$ cat config.mk
export PLATFORM = sky130hd
export DESIGN_NAME = decoder
export DESIGN_NICKNAME = d
export VERILOG_FILES = /design/src/cpuPkg.sv /design/src/decoder.sv
export SDC_FILE = /design/constraint.sdc
export NUM_CORES = 1
export LEC_CHECK = 0
export ABC_AREA = 0
export BUFFER_PORTS_ARGS = -buffer_cell sky130_fd_sc_hd__buf_2
export CAP_MARGIN = 40
export CORE_MARGIN = 3
export CORE_UTILIZATION = 38
export DETAILED_ROUTE_END_ITERATION = 6
export PLACE_DENSITY = 0.85
export SLEW_MARGIN = 20
export SYNTH_ARGS = -nofsm -noshare
export SYNTH_HDL_FRONTEND = slang
export SYNTH_SLANG_ARGS = --single-unit
$ cat constraint.sdc
create_clock -name vclk -period 1.4
set_input_delay 0 -clock vclk [all_inputs]
set_output_delay 0 -clock vclk [all_outputs]
set_load 0.03 [all_outputs]
$ cat src/cpuPkg.sv
package cpuPkg;

	localparam int XLEN = 32;
	localparam int REG_ID_W = 5;
	localparam logic [XLEN-1:0] PC_RESET = 32'h0000_0000;
	localparam int ROM_DEPTH = 256;
	localparam int ROM_AW = $clog2(ROM_DEPTH);
	localparam int RAM_DEPTH = 1024;
	localparam int RAM_AW = $clog2(RAM_DEPTH);

	// addi x0, x0, 0 and the halt encoding
	localparam logic [XLEN-1:0] NOP_INST = 32'h0000_0013;
	localparam logic [XLEN-1:0] EBREAK_INST = 32'h0010_0073;

	typedef enum logic [6:0] {
		OPC_LOAD   = 7'b0000011,
		OPC_OPIMM  = 7'b0010011,
		OPC_AUIPC  = 7'b0010111,
		OPC_STORE  = 7'b0100011,
		OPC_OP     = 7'b0110011,
		OPC_LUI    = 7'b0110111,
		OPC_BRANCH = 7'b1100011,
		OPC_JALR   = 7'b1100111,
		OPC_JAL    = 7'b1101111,
		OPC_SYSTEM = 7'b1110011
	} opcodeE;

	typedef enum logic [3:0] {
		ALU_ADD, ALU_SUB, ALU_SLL, ALU_SLT, ALU_SLTU, ALU_XOR,
		ALU_SRL, ALU_SRA, ALU_OR, ALU_AND, ALU_PASSB
	} aluOpE;

	typedef enum logic [3:0] {
		BR_NONE, BR_EQ, BR_NE, BR_LT, BR_GE, BR_LTU, BR_GEU, BR_JAL, BR_JALR
	} brOpE;

	// encoding follows funct3[1:0] of loads and stores
	typedef enum logic [1:0] {
		MEM_BYTE = 2'b00,
		MEM_HALF = 2'b01,
		MEM_WORD = 2'b10
	} memSizeE;

	typedef struct packed {
		aluOpE aluOp;
		brOpE brOp;
		memSizeE memSize;
		logic useImm;
		logic usePcA;
		logic regWen;
		logic memRen;
		logic memWen;
		logic memUnsigned;
		logic isLink;
		logic isHalt;
	} ctrlT;

	typedef struct packed {
		logic valid;
		logic [XLEN-1:0] pc;
		logic [REG_ID_W-1:0] rd;
		logic [REG_ID_W-1:0] rs1;
		logic [REG_ID_W-1:0] rs2;
		logic [XLEN-1:0] opA;
		logic [XLEN-1:0] opB;
		logic [XLEN-1:0] imm;
		logic [XLEN-1:0] result;
		ctrlT ctrl;
	} stageT;

	typedef struct packed {
		logic valid;
		logic [XLEN-1:0] pc;
		logic [REG_ID_W-1:0] rd;
		logic wen;
		logic [XLEN-1:0] wdata;
	} retireT;

endpackage
$ cat src/decoder.sv
`timescale 1ns/1ps

module decoder import cpuPkg::*; (
	input logic [XLEN-1:0] inst,
	output ctrlT ctrl,
	output logic [REG_ID_W-1:0] rd,
	output logic [REG_ID_W-1:0] rs1,
	output logic [REG_ID_W-1:0] rs2,
	output logic [XLEN-1:0] imm
);

	logic [2:0] funct3;
	logic [6:0] funct7;
	logic [XLEN-1:0] immI;
	logic [XLEN-1:0] immS;
	logic [XLEN-1:0] immB;
	logic [XLEN-1:0] immU;
	logic [XLEN-1:0] immJ;
	aluOpE intOp;
	logic opOk;
	logic opImmOk;

	assign rd = inst[11:7];
	assign rs1 = inst[19:15];
	assign rs2 = inst[24:20];
	assign funct3 = inst[14:12];
	assign funct7 = inst[31:25];

	assign immI = {{20{inst[31]}}, inst[31:20]};
	assign immS = {{20{inst[31]}}, inst[31:25], inst[11:7]};
	assign immB = {{19{inst[31]}}, inst[31], inst[7], inst[30:25], inst[11:8], 1'b0};
	assign immU = {inst[31:12], 12'b0};
	assign immJ = {{11{inst[31]}}, inst[31], inst[19:12], inst[20], inst[30:21], 1'b0};

	// funct7 is only free for sub and sra
	assign opOk = (funct7 == 7'b0000000) ||
		(funct7 == 7'b0100000 && (funct3 == 3'b000 || funct3 == 3'b101));
	assign opImmOk = (funct3 == 3'b001) ? (funct7 == 7'b0000000) :
		(funct3 == 3'b101) ? (funct7 == 7'b0000000 || funct7 == 7'b0100000) : 1'b1;

	always_comb begin
		unique case (funct3)
			3'b000: intOp = ALU_ADD;
			3'b001: intOp = ALU_SLL;
			3'b010: intOp = ALU_SLT;
			3'b011: intOp = ALU_SLTU;
			3'b100: intOp = ALU_XOR;
			3'b101: intOp = inst[30] ? ALU_SRA : ALU_SRL;
			3'b110: intOp = ALU_OR;
			default: intOp = ALU_AND;
		endcase
	end

	always_comb begin
		// anything not matched below retires as a no-op
		ctrl = '0;
		ctrl.aluOp = ALU_ADD;
		ctrl.brOp = BR_NONE;
		ctrl.memSize = MEM_WORD;
		imm = immI;
		case (inst[6:0])
			OPC_LUI: begin
				ctrl.aluOp = ALU_PASSB;
				ctrl.useImm = 1'b1;
				ctrl.regWen = 1'b1;
				imm = immU;
			end
			OPC_AUIPC: begin
				ctrl.usePcA = 1'b1;
				ctrl.useImm = 1'b1;
				ctrl.regWen = 1'b1;
				imm = immU;
			end
			OPC_JAL: begin
				ctrl.brOp = BR_JAL;
				ctrl.usePcA = 1'b1;
				ctrl.useImm = 1'b1;
				ctrl.regWen = 1'b1;
				ctrl.isLink = 1'b1;
				imm = immJ;
			end
			OPC_JALR: begin
				if (funct3 == 3'b000) begin
					ctrl.brOp = BR_JALR;
					ctrl.useImm = 1'b1;
					ctrl.regWen = 1'b1;
					ctrl.isLink = 1'b1;
				end
			end
			OPC_BRANCH: begin
				imm = immB;
				case (funct3)
					3'b000: ctrl.brOp = BR_EQ;
					3'b001: ctrl.brOp = BR_NE;
					3'b100: ctrl.brOp = BR_LT;
					3'b101: ctrl.brOp = BR_GE;
					3'b110: ctrl.brOp = BR_LTU;
					3'b111: ctrl.brOp = BR_GEU;
					default: ctrl.brOp = BR_NONE;
				endcase
			end
			OPC_LOAD: begin
				if (funct3[1:0] != 2'b11 && funct3 != 3'b110) begin
					ctrl.memSize = memSizeE'(funct3[1:0]);
					ctrl.memUnsigned = funct3[2];
					ctrl.memRen = 1'b1;
					ctrl.regWen = 1'b1;
					ctrl.useImm = 1'b1;
				end
			end
			OPC_STORE: begin
				imm = immS;
				if (funct3[2] == 1'b0 && funct3[1:0] != 2'b11) begin
					ctrl.memSize = memSizeE'(funct3[1:0]);
					ctrl.memWen = 1'b1;
					ctrl.useImm = 1'b1;
				end
			end
			OPC_OPIMM: begin
				if (opImmOk) begin
					ctrl.aluOp = intOp;
					ctrl.useImm = 1'b1;
					ctrl.regWen = 1'b1;
				end
			end
			OPC_OP: begin
				if (opOk) begin
					ctrl.aluOp = (funct3 == 3'b000 && funct7[5]) ? ALU_SUB : intOp;
					ctrl.regWen = 1'b1;
				end
			end
			OPC_SYSTEM: begin
				ctrl.isHalt = (inst == EBREAK_INST);
			end
			default: ;
		endcase
	end

endmodule

==> report_table.html, run 1 <==
<table>
<tr><th>Metric</th><th>Value</th></tr>
<tr><th colspan="2">STA</th></tr>
<tr><td>Final Setup Violations</td><td>4</td></tr>
<tr><td>Final slew viol count</td><td>0</td></tr>
<tr><td>RSZ-0062 raised after global routing</td><td>yes</td></tr>
<tr><td>Fmax</td><td>671 MHz</td></tr>
<tr><td>Crit path setup slack, layout</td><td>-90.0 ps</td></tr>
<tr><td>Final critical delay including setup and external delays</td><td>1490 ps</td></tr>
<tr><td>Final Hold Viols</td><td>0</td></tr>
<tr><td>Period utilisation layout</td><td>106%</td></tr>
<tr><td>Worst hold margin</td><td>279 ps</td></tr>
<tr><td>Transition time at the pin with the least slew margin</td><td>443 ps</td></tr>
<tr><td>Max-Slew Margin vs Limit</td><td>70.3%</td></tr>
<tr><th colspan="2">Floorplan</th></tr>
<tr><td>Die height</td><td>56.3 um</td></tr>
<tr><td>Initial core utilization</td><td>41.8%</td></tr>
<tr><td>I/O pin count</td><td>slightly below 100</td></tr>
<tr><td>Die span in x</td><td>56.3 um</td></tr>
<tr><td>Area of the die</td><td>3160 sq um</td></tr>
<tr><td>Total core area</td><td>2300 sq um</td></tr>
<tr><td>Rows</td><td>17</td></tr>
<tr><th colspan="2">GRT</th></tr>
<tr><td>Antenna violations before repair</td><td>0</td></tr>
<tr><td>Global-route wire length before repair</td><td>approximately 6000 um</td></tr>
<tr><td>Largest net degree at the start of global routing</td><td>18</td></tr>
<tr><td>Overflow after GRT</td><td>0</td></tr>
<tr><td>All-Layer GR Usage</td><td>~22%</td></tr>
<tr><td>Number of global-route vias before repair</td><td>1312</td></tr>
<tr><th colspan="2">Layout</th></tr>
<tr><td>Post-synthesis to final-layout area growth</td><td>82.5%</td></tr>
<tr><td>Leading cell type in the layout, fill and taps excluded</td><td>buf_2</td></tr>
<tr><td>Share of cells above drive strength 1</td><td>~63%</td></tr>
<tr><td>Clock tree buffer count of the final layout</td><td>0</td></tr>
<tr><td>Diode count</td><td>0</td></tr>
<tr><td>Number of filler instances in the final layout</td><td>~200</td></tr>
<tr><td>Commonest cells after routing, fill and taps aside</td><td>86 x buf_2, 31 x buf_4, 21 x a21o_1, 11 x buf_6, 10 x nor2_1</td></tr>
<tr><td>Sequential Area</td><td>0 sq um</td></tr>
<tr><td>Final sequential cell count</td><td>0</td></tr>
<tr><td>Fin nets</td><td>280</td></tr>
<tr><th colspan="2">Place</th></tr>
<tr><td>Routability-driven placement congestion ratio</td><td>a little over 0.9</td></tr>
<tr><td>Buffers added on ports</td><td>97</td></tr>
<tr><td>Detailed placement HPWL</td><td>~3100 um</td></tr>
<tr><td>Post-placement setup slack</td><td>-144 ps</td></tr>
<tr><th colspan="2">Critical path</th></tr>
<tr><td>Worst-path cell with the longest stage delay</td><td>or4b_4</td></tr>
<tr><td>Arrival time worst endpoint</td><td>1490 ps</td></tr>
<tr><td>Critical path launch point</td><td>inst[26]</td></tr>
<tr><td>Largest driver fanout on the critical path</td><td>4</td></tr>
<tr><td>Sort of element at the start of the critical path</td><td>input pin</td></tr>
<tr><td>Req. time, crit path</td><td>1400 ps</td></tr>
<tr><td>Largest stage delay on the critical path</td><td>slightly below 600 ps</td></tr>
<tr><td>Crit. End Element</td><td>output port</td></tr>
<tr><td>Cells along the critical path</td><td>buf_8, nor4_4, nand3_2, or4b_4, a211oi_2, buf_4</td></tr>
<tr><td>Setup CP Type</td><td>input pin to output port</td></tr>
<tr><th colspan="2">Logic synthesis</th></tr>
<tr><td>Xor/xnor share of the synthesized area</td><td>under 10%</td></tr>
<tr><td>Adder and majority cell fraction of the synthesized area</td><td>0%</td></tr>
<tr><td>Share of the yosys chip area belonging to registers</td><td>0%</td></tr>
<tr><td>Post-synthesis compound-gate area fraction</td><td>between 30% and 40%</td></tr>
<tr><td>Multiplexer area fraction after synthesis</td><td>1.17%</td></tr>
<tr><td>Synthesized instance count</td><td>145</td></tr>
<tr><td>Total number of yosys warnings</td><td>0</td></tr>
<tr><td>Simple-Gate Fraction of Synth Area</td><td>just over 40%</td></tr>
<tr><td>Net count of the mapped netlist</td><td>177</td></tr>
<tr><td>Total standard cell area after synthesis</td><td>960 sq um</td></tr>
<tr><td>Count of unique library cells instantiated by Yosys</td><td>41</td></tr>
<tr><td>Dominant combinational cell family by area after synthesis</td><td>simple AND/OR/NAND/NOR gates</td></tr>
<tr><td>Mean instance size in the synthesized netlist</td><td>between 6 and 7 sq um</td></tr>
<tr><th colspan="2">Drt</th></tr>
<tr><td>Vias/cell</td><td>around 5.2</td></tr>
<tr><td>DRT antenna net count</td><td>0</td></tr>
<tr><td>Sum of routed wire length over all layers</td><td>3940 um</td></tr>
<tr><td>Average wire per cell in the routed design</td><td>14.4 um</td></tr>
<tr><td>Initial DRT Pass Iterations</td><td>4</td></tr>
<tr><td># DRC</td><td>0</td></tr>
<tr><td>Iteration-0 DRC Markers</td><td>33</td></tr>
<tr><td>Via count</td><td>1430</td></tr>
<tr><th colspan="2">Power</th></tr>
<tr><td>Areal power density over the cells</td><td>317 nW/um^2</td></tr>
<tr><td>Maximum resistive drop on vdd</td><td>0.221 mV</td></tr>
<tr><td>Standby leakage power</td><td>1.00 nW</td></tr>
<tr><th colspan="2">Status</th></tr>
<tr><td>Run status</td><td>complete, but fails checks</td></tr>
<tr><td>Violated checks</td><td>negative setup slack</td></tr>
<tr><th colspan="2">Flow run</th></tr>
<tr><td>Max-cap violation count</td><td>0</td></tr>
<tr><th colspan="2">Min path</th></tr>
<tr><td>Min-Delay Path Class</td><td>input pin to output port</td></tr>
<tr><td>HP Start</td><td>inst[11]</td></tr>
</table>
-- per-stage QoR --
stage                     utilization, %  instance area (sq um)  power (mW)  TNS (ps)  cells
after floorplan                        -                    990       0.344      -222    145
after global placement              66.7                   1530       0.507      -436    267
after detailed placement            66.7                   1530       0.514      -527    267
after CTS                           70.0                   1610       0.530      -184    270
after global routing                76.3                   1750       0.592      -469    274
final                               76.3                   1750       0.556      -115    274
-- routing by layer --
layer	share of wire [%]	wire length (um)	track usage, %
met1	40	1570	27.3
met2	51	2020	42.6
met3	8.2	323	2.76
met4	0.74	29	1.02
met5	0	0	0
-- cell families after synthesis --
kind of cell | count (synthesis)
and+or+nand+nor | 60
AOI/OAI and AO/OA | 49
buffers and inverters | 33
xor gates and xnor gates | 2
muxes | 1
-- worst max-delay path, delay by kind of cell --
family	cells	cell delay (ps)
buf+inv	2	290
compound gates	1	200
simple gates	3	1010
-- synth_stat cells, types with 2 or more instances --
cell       n  share of area [%]
a21o_1    21                 16
buf_4     16                 13
nor2_1    10                3.9
nor2b_1   10                6.5
nand2_1    8                3.1
a21oi_1    7                3.7
clkbuf_1   7                2.7
o21ai_0    7                3.7
buf_2      5                2.6
inv_1      5                2.0
a22o_1     4                3.7
nand2b_1   4                2.6
nor4_1     4                2.6
nand3b_1   3                2.3
nor3_1     3                1.6
a31o_2     2                1.8
a32oi_1    2                1.8
nand4b_1   2                1.8
o31ai_1    2                1.6
or2_2      2                1.3
-- power by group --
| part | leakage (nW) | internal (mW) | switching, mW |
|---|---|---|---|
| sequential | 0 | 0 | 0 |
| clock | 0 | 0 | 0 |
| combinational | 1.00 | 0.211 | 0.344 |
-- final cells by class --
class              count  area (sq um)  area share (%)
inverters              5          18.8            1.07
multi-input cells    112           896            51.1
well taps             28          35.0            2.00
repair buffers       129           802            45.8
-- path summary, 6_finish.rpt --
check,to,slack (ps),cells past startpoint
min,rd[4],280,2
max,ctrl[14],-90,6
-- what timing repair did --
action | in CTS | in global routing
pin swaps | 4 | 5
hold buffers | 0 | 0
resized for setup | 14 | 30
endpoints found under the setup margin | 14 | 29
setup buffers | 3 | 4
(Power assumes the default switching activity.)
==> inputs of run 2 (changes only) <==
--- a/config.mk
+++ b/config.mk
@@ -11,7 +11,7 @@
 export CORE_MARGIN = 3
 export CORE_UTILIZATION = 38
 export DETAILED_ROUTE_END_ITERATION = 6
-export PLACE_DENSITY = 0.85
+export PLACE_DENSITY = 0.93
 export SLEW_MARGIN = 20
 export SYNTH_ARGS = -nofsm -noshare
 export SYNTH_HDL_FRONTEND = slang
==> report_table.html, run 2 (synthesis results as in run 1) <==
<table>
<tr><th>Metric</th><th>Value</th></tr>
<tr><th colspan="2">Status</th></tr>
<tr><td>Run status</td><td>complete, but fails checks</td></tr>
<tr><td>Violated checks</td><td>negative setup slack</td></tr>
<tr><th colspan="2">Floorplan</th></tr>
<tr><td>Die span in x</td><td>56.3 um (unchanged)</td></tr>
<tr><td>Total core area</td><td>2300 sq um (unchanged)</td></tr>
<tr><td>Rows</td><td>17 (unchanged)</td></tr>
<tr><td>I/O pin count</td><td>97 (unchanged)</td></tr>
<tr><td>Initial core utilization</td><td>41.8% (unchanged)</td></tr>
<tr><td>Die height</td><td>56.3 um (unchanged)</td></tr>
<tr><td>Area of the die</td><td>3160 sq um (unchanged)</td></tr>
<tr><th colspan="2">Drt</th></tr>
<tr><td>Average wire per cell in the routed design</td><td>14.1 um (-1.9%)</td></tr>
<tr><td>Vias/cell</td><td>5.39 (+3.3%)</td></tr>
<tr><td>Initial DRT Pass Iterations</td><td>4 (unchanged)</td></tr>
<tr><td>Sum of routed wire length over all layers</td><td>3820 um (-3.0%)</td></tr>
<tr><td>Via count</td><td>1461 (+2.2%)</td></tr>
<tr><td>DRT antenna net count</td><td>0 (unchanged)</td></tr>
<tr><td># DRC</td><td>0 (unchanged)</td></tr>
<tr><td>Iteration-0 DRC Markers</td><td>38 (+15%)</td></tr>
<tr><th colspan="2">Place</th></tr>
<tr><td>Buffers added on ports</td><td>97 (unchanged)</td></tr>
<tr><td>Dpl cell area</td><td>1540 sq um (+0.49%)</td></tr>
<tr><td>Detailed placement HPWL</td><td>3000 um (-2.3%)</td></tr>
<tr><td>Routability-driven placement congestion ratio</td><td>0.891 (-2.1%)</td></tr>
<tr><th colspan="2">Power</th></tr>
<tr><td>Areal power density over the cells</td><td>323 nW/um^2 (+1.9%)</td></tr>
<tr><td>Total Power</td><td>544 uW (-2.1%)</td></tr>
<tr><td>Maximum resistive drop on vdd</td><td>0.294 mV (+33%)</td></tr>
<tr><td>Standby leakage power</td><td>0.962 nW (-4.1%)</td></tr>
<tr><th colspan="2">Critical path</th></tr>
<tr><td>Sort of element at the start of the critical path</td><td>input pin</td></tr>
<tr><td>Setup CP Type</td><td>input pin to output port</td></tr>
<tr><td>Largest driver fanout on the critical path</td><td>4 (unchanged)</td></tr>
<tr><td>Crit. End Element</td><td>output port</td></tr>
<tr><td>Req. time, crit path</td><td>1400 ps (about the same)</td></tr>
<tr><td>Arrival time worst endpoint</td><td>1470 ps (-20 ps)</td></tr>
<tr><th colspan="2">Flow run</th></tr>
<tr><td>Max-cap violation count</td><td>0 (unchanged)</td></tr>
<tr><th colspan="2">STA</th></tr>
<tr><td>Max-Slew Margin vs Limit</td><td>71.9% (+1.6 points)</td></tr>
<tr><td>TNS Setup</td><td>-170 ps (-55.6 ps)</td></tr>
<tr><td>Final slew viol count</td><td>0 (unchanged)</td></tr>
<tr><td>Crit path setup slack, layout</td><td>-74.5 ps (+15.5 ps)</td></tr>
<tr><td>RSZ-0062 raised after global routing</td><td>yes</td></tr>
<tr><td>Transition time at the pin with the least slew margin</td><td>419 ps (-24.1 ps)</td></tr>
<tr><td>Final Setup Violations</td><td>4 (unchanged)</td></tr>
<tr><td>Final critical delay including setup and external delays</td><td>1470 ps (-15.5 ps)</td></tr>
<tr><td>Period utilisation layout</td><td>105% (-1.1 points)</td></tr>
<tr><td>Fmax</td><td>678 MHz (+1.1%)</td></tr>
<tr><td>Final Hold Viols</td><td>0 (unchanged)</td></tr>
<tr><th colspan="2">Layout</th></tr>
<tr><td>Leading cell type in the layout, fill and taps excluded</td><td>buf_2</td></tr>
<tr><td>Number of filler instances in the final layout</td><td>202 (unchanged)</td></tr>
<tr><td>Diode count</td><td>0 (unchanged)</td></tr>
<tr><td>Clock tree buffer count of the final layout</td><td>0 (unchanged)</td></tr>
<tr><td>Post-synthesis to final-layout area growth</td><td>75.4%</td></tr>
<tr><td>Share of cells above drive strength 1</td><td>62.6% (-0.86 points)</td></tr>
<tr><td>Cell area after layout</td><td>1680 sq um (-3.9%)</td></tr>
<tr><td>Commonest cells after routing, fill and taps aside</td><td>88 x buf_2, 30 x buf_4, 21 x a21o_1, 10 x nor2_1, 8 x nor2b_1</td></tr>
<tr><td>Fin nets</td><td>277 (-1.1%)</td></tr>
<tr><td>Sequential Area</td><td>0 sq um (unchanged)</td></tr>
<tr><td>Final sequential cell count</td><td>0 (unchanged)</td></tr>
<tr><th colspan="2">GRT</th></tr>
<tr><td>Overflow after GRT</td><td>0 (unchanged)</td></tr>
<tr><td>Global-route wire length before repair</td><td>5950 um (-1.4%)</td></tr>
<tr><td>Largest net degree at the start of global routing</td><td>14 (-4)</td></tr>
<tr><td>Antenna violations before repair</td><td>0 (unchanged)</td></tr>
<tr><td>Number of global-route vias before repair</td><td>1337 (+1.9%)</td></tr>
<tr><td>All-Layer GR Usage</td><td>21.5% (-0.69 points)</td></tr>
<tr><th colspan="2">Min path</th></tr>
<tr><td>Min-Delay Path Class</td><td>input pin to output port</td></tr>
<tr><th colspan="2">Clock network</th></tr>
<tr><td>Count of hold-fix buffers inserted at cts</td><td>0 (unchanged)</td></tr>
</table>
## run 2: worst max-delay path, cell delays in order
cell	delay [ps]
buf_8	100
nor4_4	310
nand3_2	120
or4b_4	570
a211oi_2	190
buf_4	180
## run 2: metrics by stage
| step | instances | setup WS (ps) | hold slack, ps | utilization, % |
|---|---|---|---|---|
| 2_1_floorplan | 145 | -87.3 | 53.6 | - |
| 3_3_place_gp | 268 | -111 | 276 | 67.0 |
| 3_5_place_dp | 268 | -153 | 280 | 67.0 |
| 4_1_cts | 268 | -113 | 279 | 69.8 |
| 5_1_grt | 271 | -177 | 286 | 73.3 |
| 6_report | 271 | -74.5 | 277 | 73.3 |
## run 2: per-layer routing
| layer | up-vias | global-route usage (%) | part of all wire [%] |
|---|---|---|---|
| li1 | 719 | - | - |
| met1 | 673 | 27.1 | 41 |
| met2 | 69 | 40.9 | 51 |
| met3 | 0 | 1.38 | 7.4 |
| met4 | 0 | 2.03 | 0 |
| met5 | - | 0 | 0 |
## run 2: repair_timing
action / in CTS / in global routing
buffers inserted: 0 / 2
pin swaps: 4 / 6
endpoints found under the hold margin: 0 / 0
cloned: 0 / 1
setup endpoints to repair: 9 / 29
resized for setup: 14 / 15
## run 2: layout make-up
type	instances	area, sq um	share of cell area [%]
inverters	5	18.8	1.12
repair buffers	125	748	44.5
well taps	28	35.0	2.08
multi-input cells	113	881	52.3
## run 2: where the power goes
group | switching (mW) | internal [mW]
clock | 0 | 0
sequential | 0 | 0
combinational | 0.341 | 0.203
total | 0.341 | 0.203
## run 2: worst paths after layout
check / from / to / cells past startpoint
max: inst[29] / ctrl[14] / 6
min: inst[16] / rs1[1] / 2
==> inputs of run 3 (changes only) <==
--- a/config.mk
+++ b/config.mk
@@ -8,7 +8,7 @@
 export ABC_AREA = 0
 export BUFFER_PORTS_ARGS = -buffer_cell sky130_fd_sc_hd__buf_2
 export CAP_MARGIN = 40
-export CORE_MARGIN = 3
+export CORE_MARGIN = 1.5
 export CORE_UTILIZATION = 38
 export DETAILED_ROUTE_END_ITERATION = 6
 export PLACE_DENSITY = 0.93
==> report_table.html, run 3 (synthesis results as in run 1) <==
<table>
<tr><th>Metric</th><th>Value</th></tr>
<tr><th colspan="2">Status</th></tr>
<tr><td>Run status</td><td>complete, but fails checks</td></tr>
<tr><td>Violated checks</td><td>negative setup slack</td></tr>
<tr><th colspan="2">Layout</th></tr>
<tr><td>Sequential Area</td><td>0 sq um (unchanged)</td></tr>
<tr><td>Post-synthesis to final-layout area growth</td><td>78.5%</td></tr>
<tr><td>Cell area after layout</td><td>1710 sq um (+1.8%)</td></tr>
<tr><td>Final sequential cell count</td><td>0 (unchanged)</td></tr>
<tr><td>Fin nets</td><td>278 (+0.36%)</td></tr>
<tr><td>Commonest cells after routing, fill and taps aside</td><td>86 x buf_2, 32 x buf_4, 21 x a21o_1, 10 x nor2_1, 8 x nor2b_1</td></tr>
<tr><td>Share of cells above drive strength 1</td><td>62.3% (-0.26 points)</td></tr>
<tr><td>Diode count</td><td>0 (unchanged)</td></tr>
<tr><td>Clock tree buffer count of the final layout</td><td>0 (unchanged)</td></tr>
<tr><td>Leading cell type in the layout, fill and taps excluded</td><td>buf_2</td></tr>
<tr><td>Number of filler instances in the final layout</td><td>222 (+9.9%)</td></tr>
<tr><th colspan="2">STA</th></tr>
<tr><td>Transition time at the pin with the least slew margin</td><td>435 ps (+16.2 ps)</td></tr>
<tr><td>Max-Slew Margin vs Limit</td><td>70.9% (-1.1 points)</td></tr>
<tr><td>Fmax</td><td>678 MHz (about the same)</td></tr>
<tr><td>Period utilisation layout</td><td>105% (about the same)</td></tr>
<tr><td>RSZ-0062 raised after global routing</td><td>yes</td></tr>
<tr><td>TNS Setup</td><td>-137 ps (+33.8 ps)</td></tr>
<tr><td>Crit path setup slack, layout</td><td>-75.1 ps (-0.645 ps)</td></tr>
<tr><td>Final slew viol count</td><td>0 (unchanged)</td></tr>
<tr><td>Final Hold Viols</td><td>0 (unchanged)</td></tr>
<tr><td>Final critical delay including setup and external delays</td><td>1480 ps (+0.645 ps)</td></tr>
<tr><td>Final Setup Violations</td><td>3 (-1)</td></tr>
<tr><td>Worst hold margin</td><td>280 ps (+2.86 ps)</td></tr>
<tr><th colspan="2">Critical path</th></tr>
<tr><td>Largest driver fanout on the critical path</td><td>4 (unchanged)</td></tr>
<tr><td>Setup CP Type</td><td>input pin to output port</td></tr>
<tr><td>Crit. End Element</td><td>output port</td></tr>
<tr><td>Arrival time worst endpoint</td><td>1480 ps (about the same)</td></tr>
<tr><td>Endpoint of the most critical setup path</td><td>ctrl[14]</td></tr>
<tr><td>Critical path launch point</td><td>inst[29]</td></tr>
<tr><td>Req. time, crit path</td><td>1400 ps (about the same)</td></tr>
<tr><td>Sort of element at the start of the critical path</td><td>input pin</td></tr>
<tr><th colspan="2">Place</th></tr>
<tr><td>Detailed placement HPWL</td><td>2850 um (-5.1%)</td></tr>
<tr><td>Routability-driven placement congestion ratio</td><td>0.850 (-4.6%)</td></tr>
<tr><td>Buffers added on ports</td><td>97 (unchanged)</td></tr>
<tr><td>Post-placement setup slack</td><td>-147 ps (+6.30 ps)</td></tr>
<tr><td>Dpl cell area</td><td>1520 sq um (-1.3%)</td></tr>
<tr><th colspan="2">Floorplan</th></tr>
<tr><td>Rows</td><td>18 (+1)</td></tr>
<tr><td>Die span in x</td><td>53.3 um (-5.3%)</td></tr>
<tr><td>Area of the die</td><td>2840 sq um (-10%)</td></tr>
<tr><td>I/O pin count</td><td>97 (unchanged)</td></tr>
<tr><td>Die height</td><td>53.3 um (-5.3%)</td></tr>
<tr><td>Initial core utilization</td><td>39.5% (-2.3 points)</td></tr>
<tr><td>Total core area</td><td>2430 sq um (+5.9%)</td></tr>
<tr><th colspan="2">Power</th></tr>
<tr><td>Power share of the clock group</td><td>0% (unchanged)</td></tr>
<tr><td>Areal power density over the cells</td><td>322 nW/um^2 (-0.45%)</td></tr>
<tr><td>Switching power as a share of total power</td><td>62.4% (-0.35 points)</td></tr>
<tr><td>Switching component of the power</td><td>344 uW (+0.76%)</td></tr>
<tr><td>Combinational fraction of design power</td><td>100.0% (about the same)</td></tr>
<tr><td>Maximum resistive drop on vdd</td><td>0.250 mV (-15%)</td></tr>
<tr><td>Part of the total power dissipated in sequential elements</td><td>0% (unchanged)</td></tr>
<tr><td>Total internal power</td><td>207 uW (+2.3%)</td></tr>
<tr><td>Standby leakage power</td><td>0.975 nW (+1.3%)</td></tr>
<tr><th colspan="2">Drt</th></tr>
<tr><td>Initial DRT Pass Iterations</td><td>4 (unchanged)</td></tr>
<tr><td>Vias/cell</td><td>5.47 (+1.5%)</td></tr>
<tr><td># DRC</td><td>0 (unchanged)</td></tr>
<tr><td>Average wire per cell in the routed design</td><td>14.0 um (-0.58%)</td></tr>
<tr><td>DRT antenna net count</td><td>0 (unchanged)</td></tr>
<tr><td>Sum of routed wire length over all layers</td><td>3840 um (+0.52%)</td></tr>
<tr><td>Via count</td><td>1500 (+2.7%)</td></tr>
<tr><td>Iteration-0 DRC Markers</td><td>25 (-34%)</td></tr>
<tr><th colspan="2">GRT</th></tr>
<tr><td>Largest net degree at the start of global routing</td><td>19 (+5)</td></tr>
<tr><td>Antenna violations before repair</td><td>0 (unchanged)</td></tr>
<tr><td>Overflow after GRT</td><td>0 (unchanged)</td></tr>
<tr><td>Global-route wire length before repair</td><td>4990 um (-16%)</td></tr>
<tr><td>All-Layer GR Usage</td><td>22.9% (+1.4 points)</td></tr>
<tr><td>Number of global-route vias before repair</td><td>1151 (-14%)</td></tr>
<tr><th colspan="2">Min path</th></tr>
<tr><td>Min-Delay Path Class</td><td>input pin to output port</td></tr>
<tr><th colspan="2">Flow run</th></tr>
<tr><td>Max-cap violation count</td><td>0 (unchanged)</td></tr>
<tr><th colspan="2">Clock network</th></tr>
<tr><td>Count of hold-fix buffers inserted at cts</td><td>0 (unchanged)</td></tr>
</table>
run 3: changes by cell type in the layout (fill, tap and decap cells not counted), sizes merged:
cell,change
nor2b,-1
buf,+3
clkbuf,-1
run 3: timing repair:
action	in CTS	in global routing
resized for setup	15	21
endpoints found under the setup margin	12	32
pin swaps	4	7
setup buffers	3	4
run 3: final cells by class:
class	count	area, sq um	share of cell area, %
multi-input combinational	112	877	51.2
timing repair buffer	127	779	45.5
tap	30	37.5	2.19
inverter	5	18.8	1.10
run 3: critical path: stages:
cell and delay, ps:
buf_8 100, nor4_4 300, nand3_2 120, or4b_4 570
a211oi_2 200, buf_4 190
run 3: stage by stage:
stage / total power, mW / utilization [%] / cells
2_1_floorplan: 0.344 / - / 145
3_3_place_gp: 0.499 / 62.4 / 267
3_5_place_dp: 0.508 / 62.4 / 267
4_1_cts: 0.522 / 65.8 / 270
5_1_grt: 0.586 / 70.4 / 274
6_report: 0.551 / 70.4 / 274
run 3: worst min path at each step:
stage                  start        to  slack (ps)  cells past startpoint
floorplan            inst[3]  ctrl[13]          50                      1
global placement    inst[16]    rs1[1]         280                      2
detailed placement  inst[11]     rd[4]         280                      2
CTS                 inst[11]     rd[4]         280                      2
global route        inst[18]    rs1[3]         280                      2
finish              inst[18]    rs1[3]         280                      2
run 3: per-layer routing:
layer	vias up	part of all wire, %	GRT usage (%)
li1	710	-	-
met1	704	40	28.6
met2	82	52	42.6
met3	4	7.2	1.69
met4	0	0.81	3.85
met5	-	0	0
run 3: power groups by stage:
stage               logic [mW]  clock network (mW)  registers (mW)
finish                   0.551                   0               0
CTS                      0.522                   0               0
floorplan                0.344                   0               0
global placement         0.499                   0               0
global route             0.586                   0               0
detailed placement       0.508                   0               0
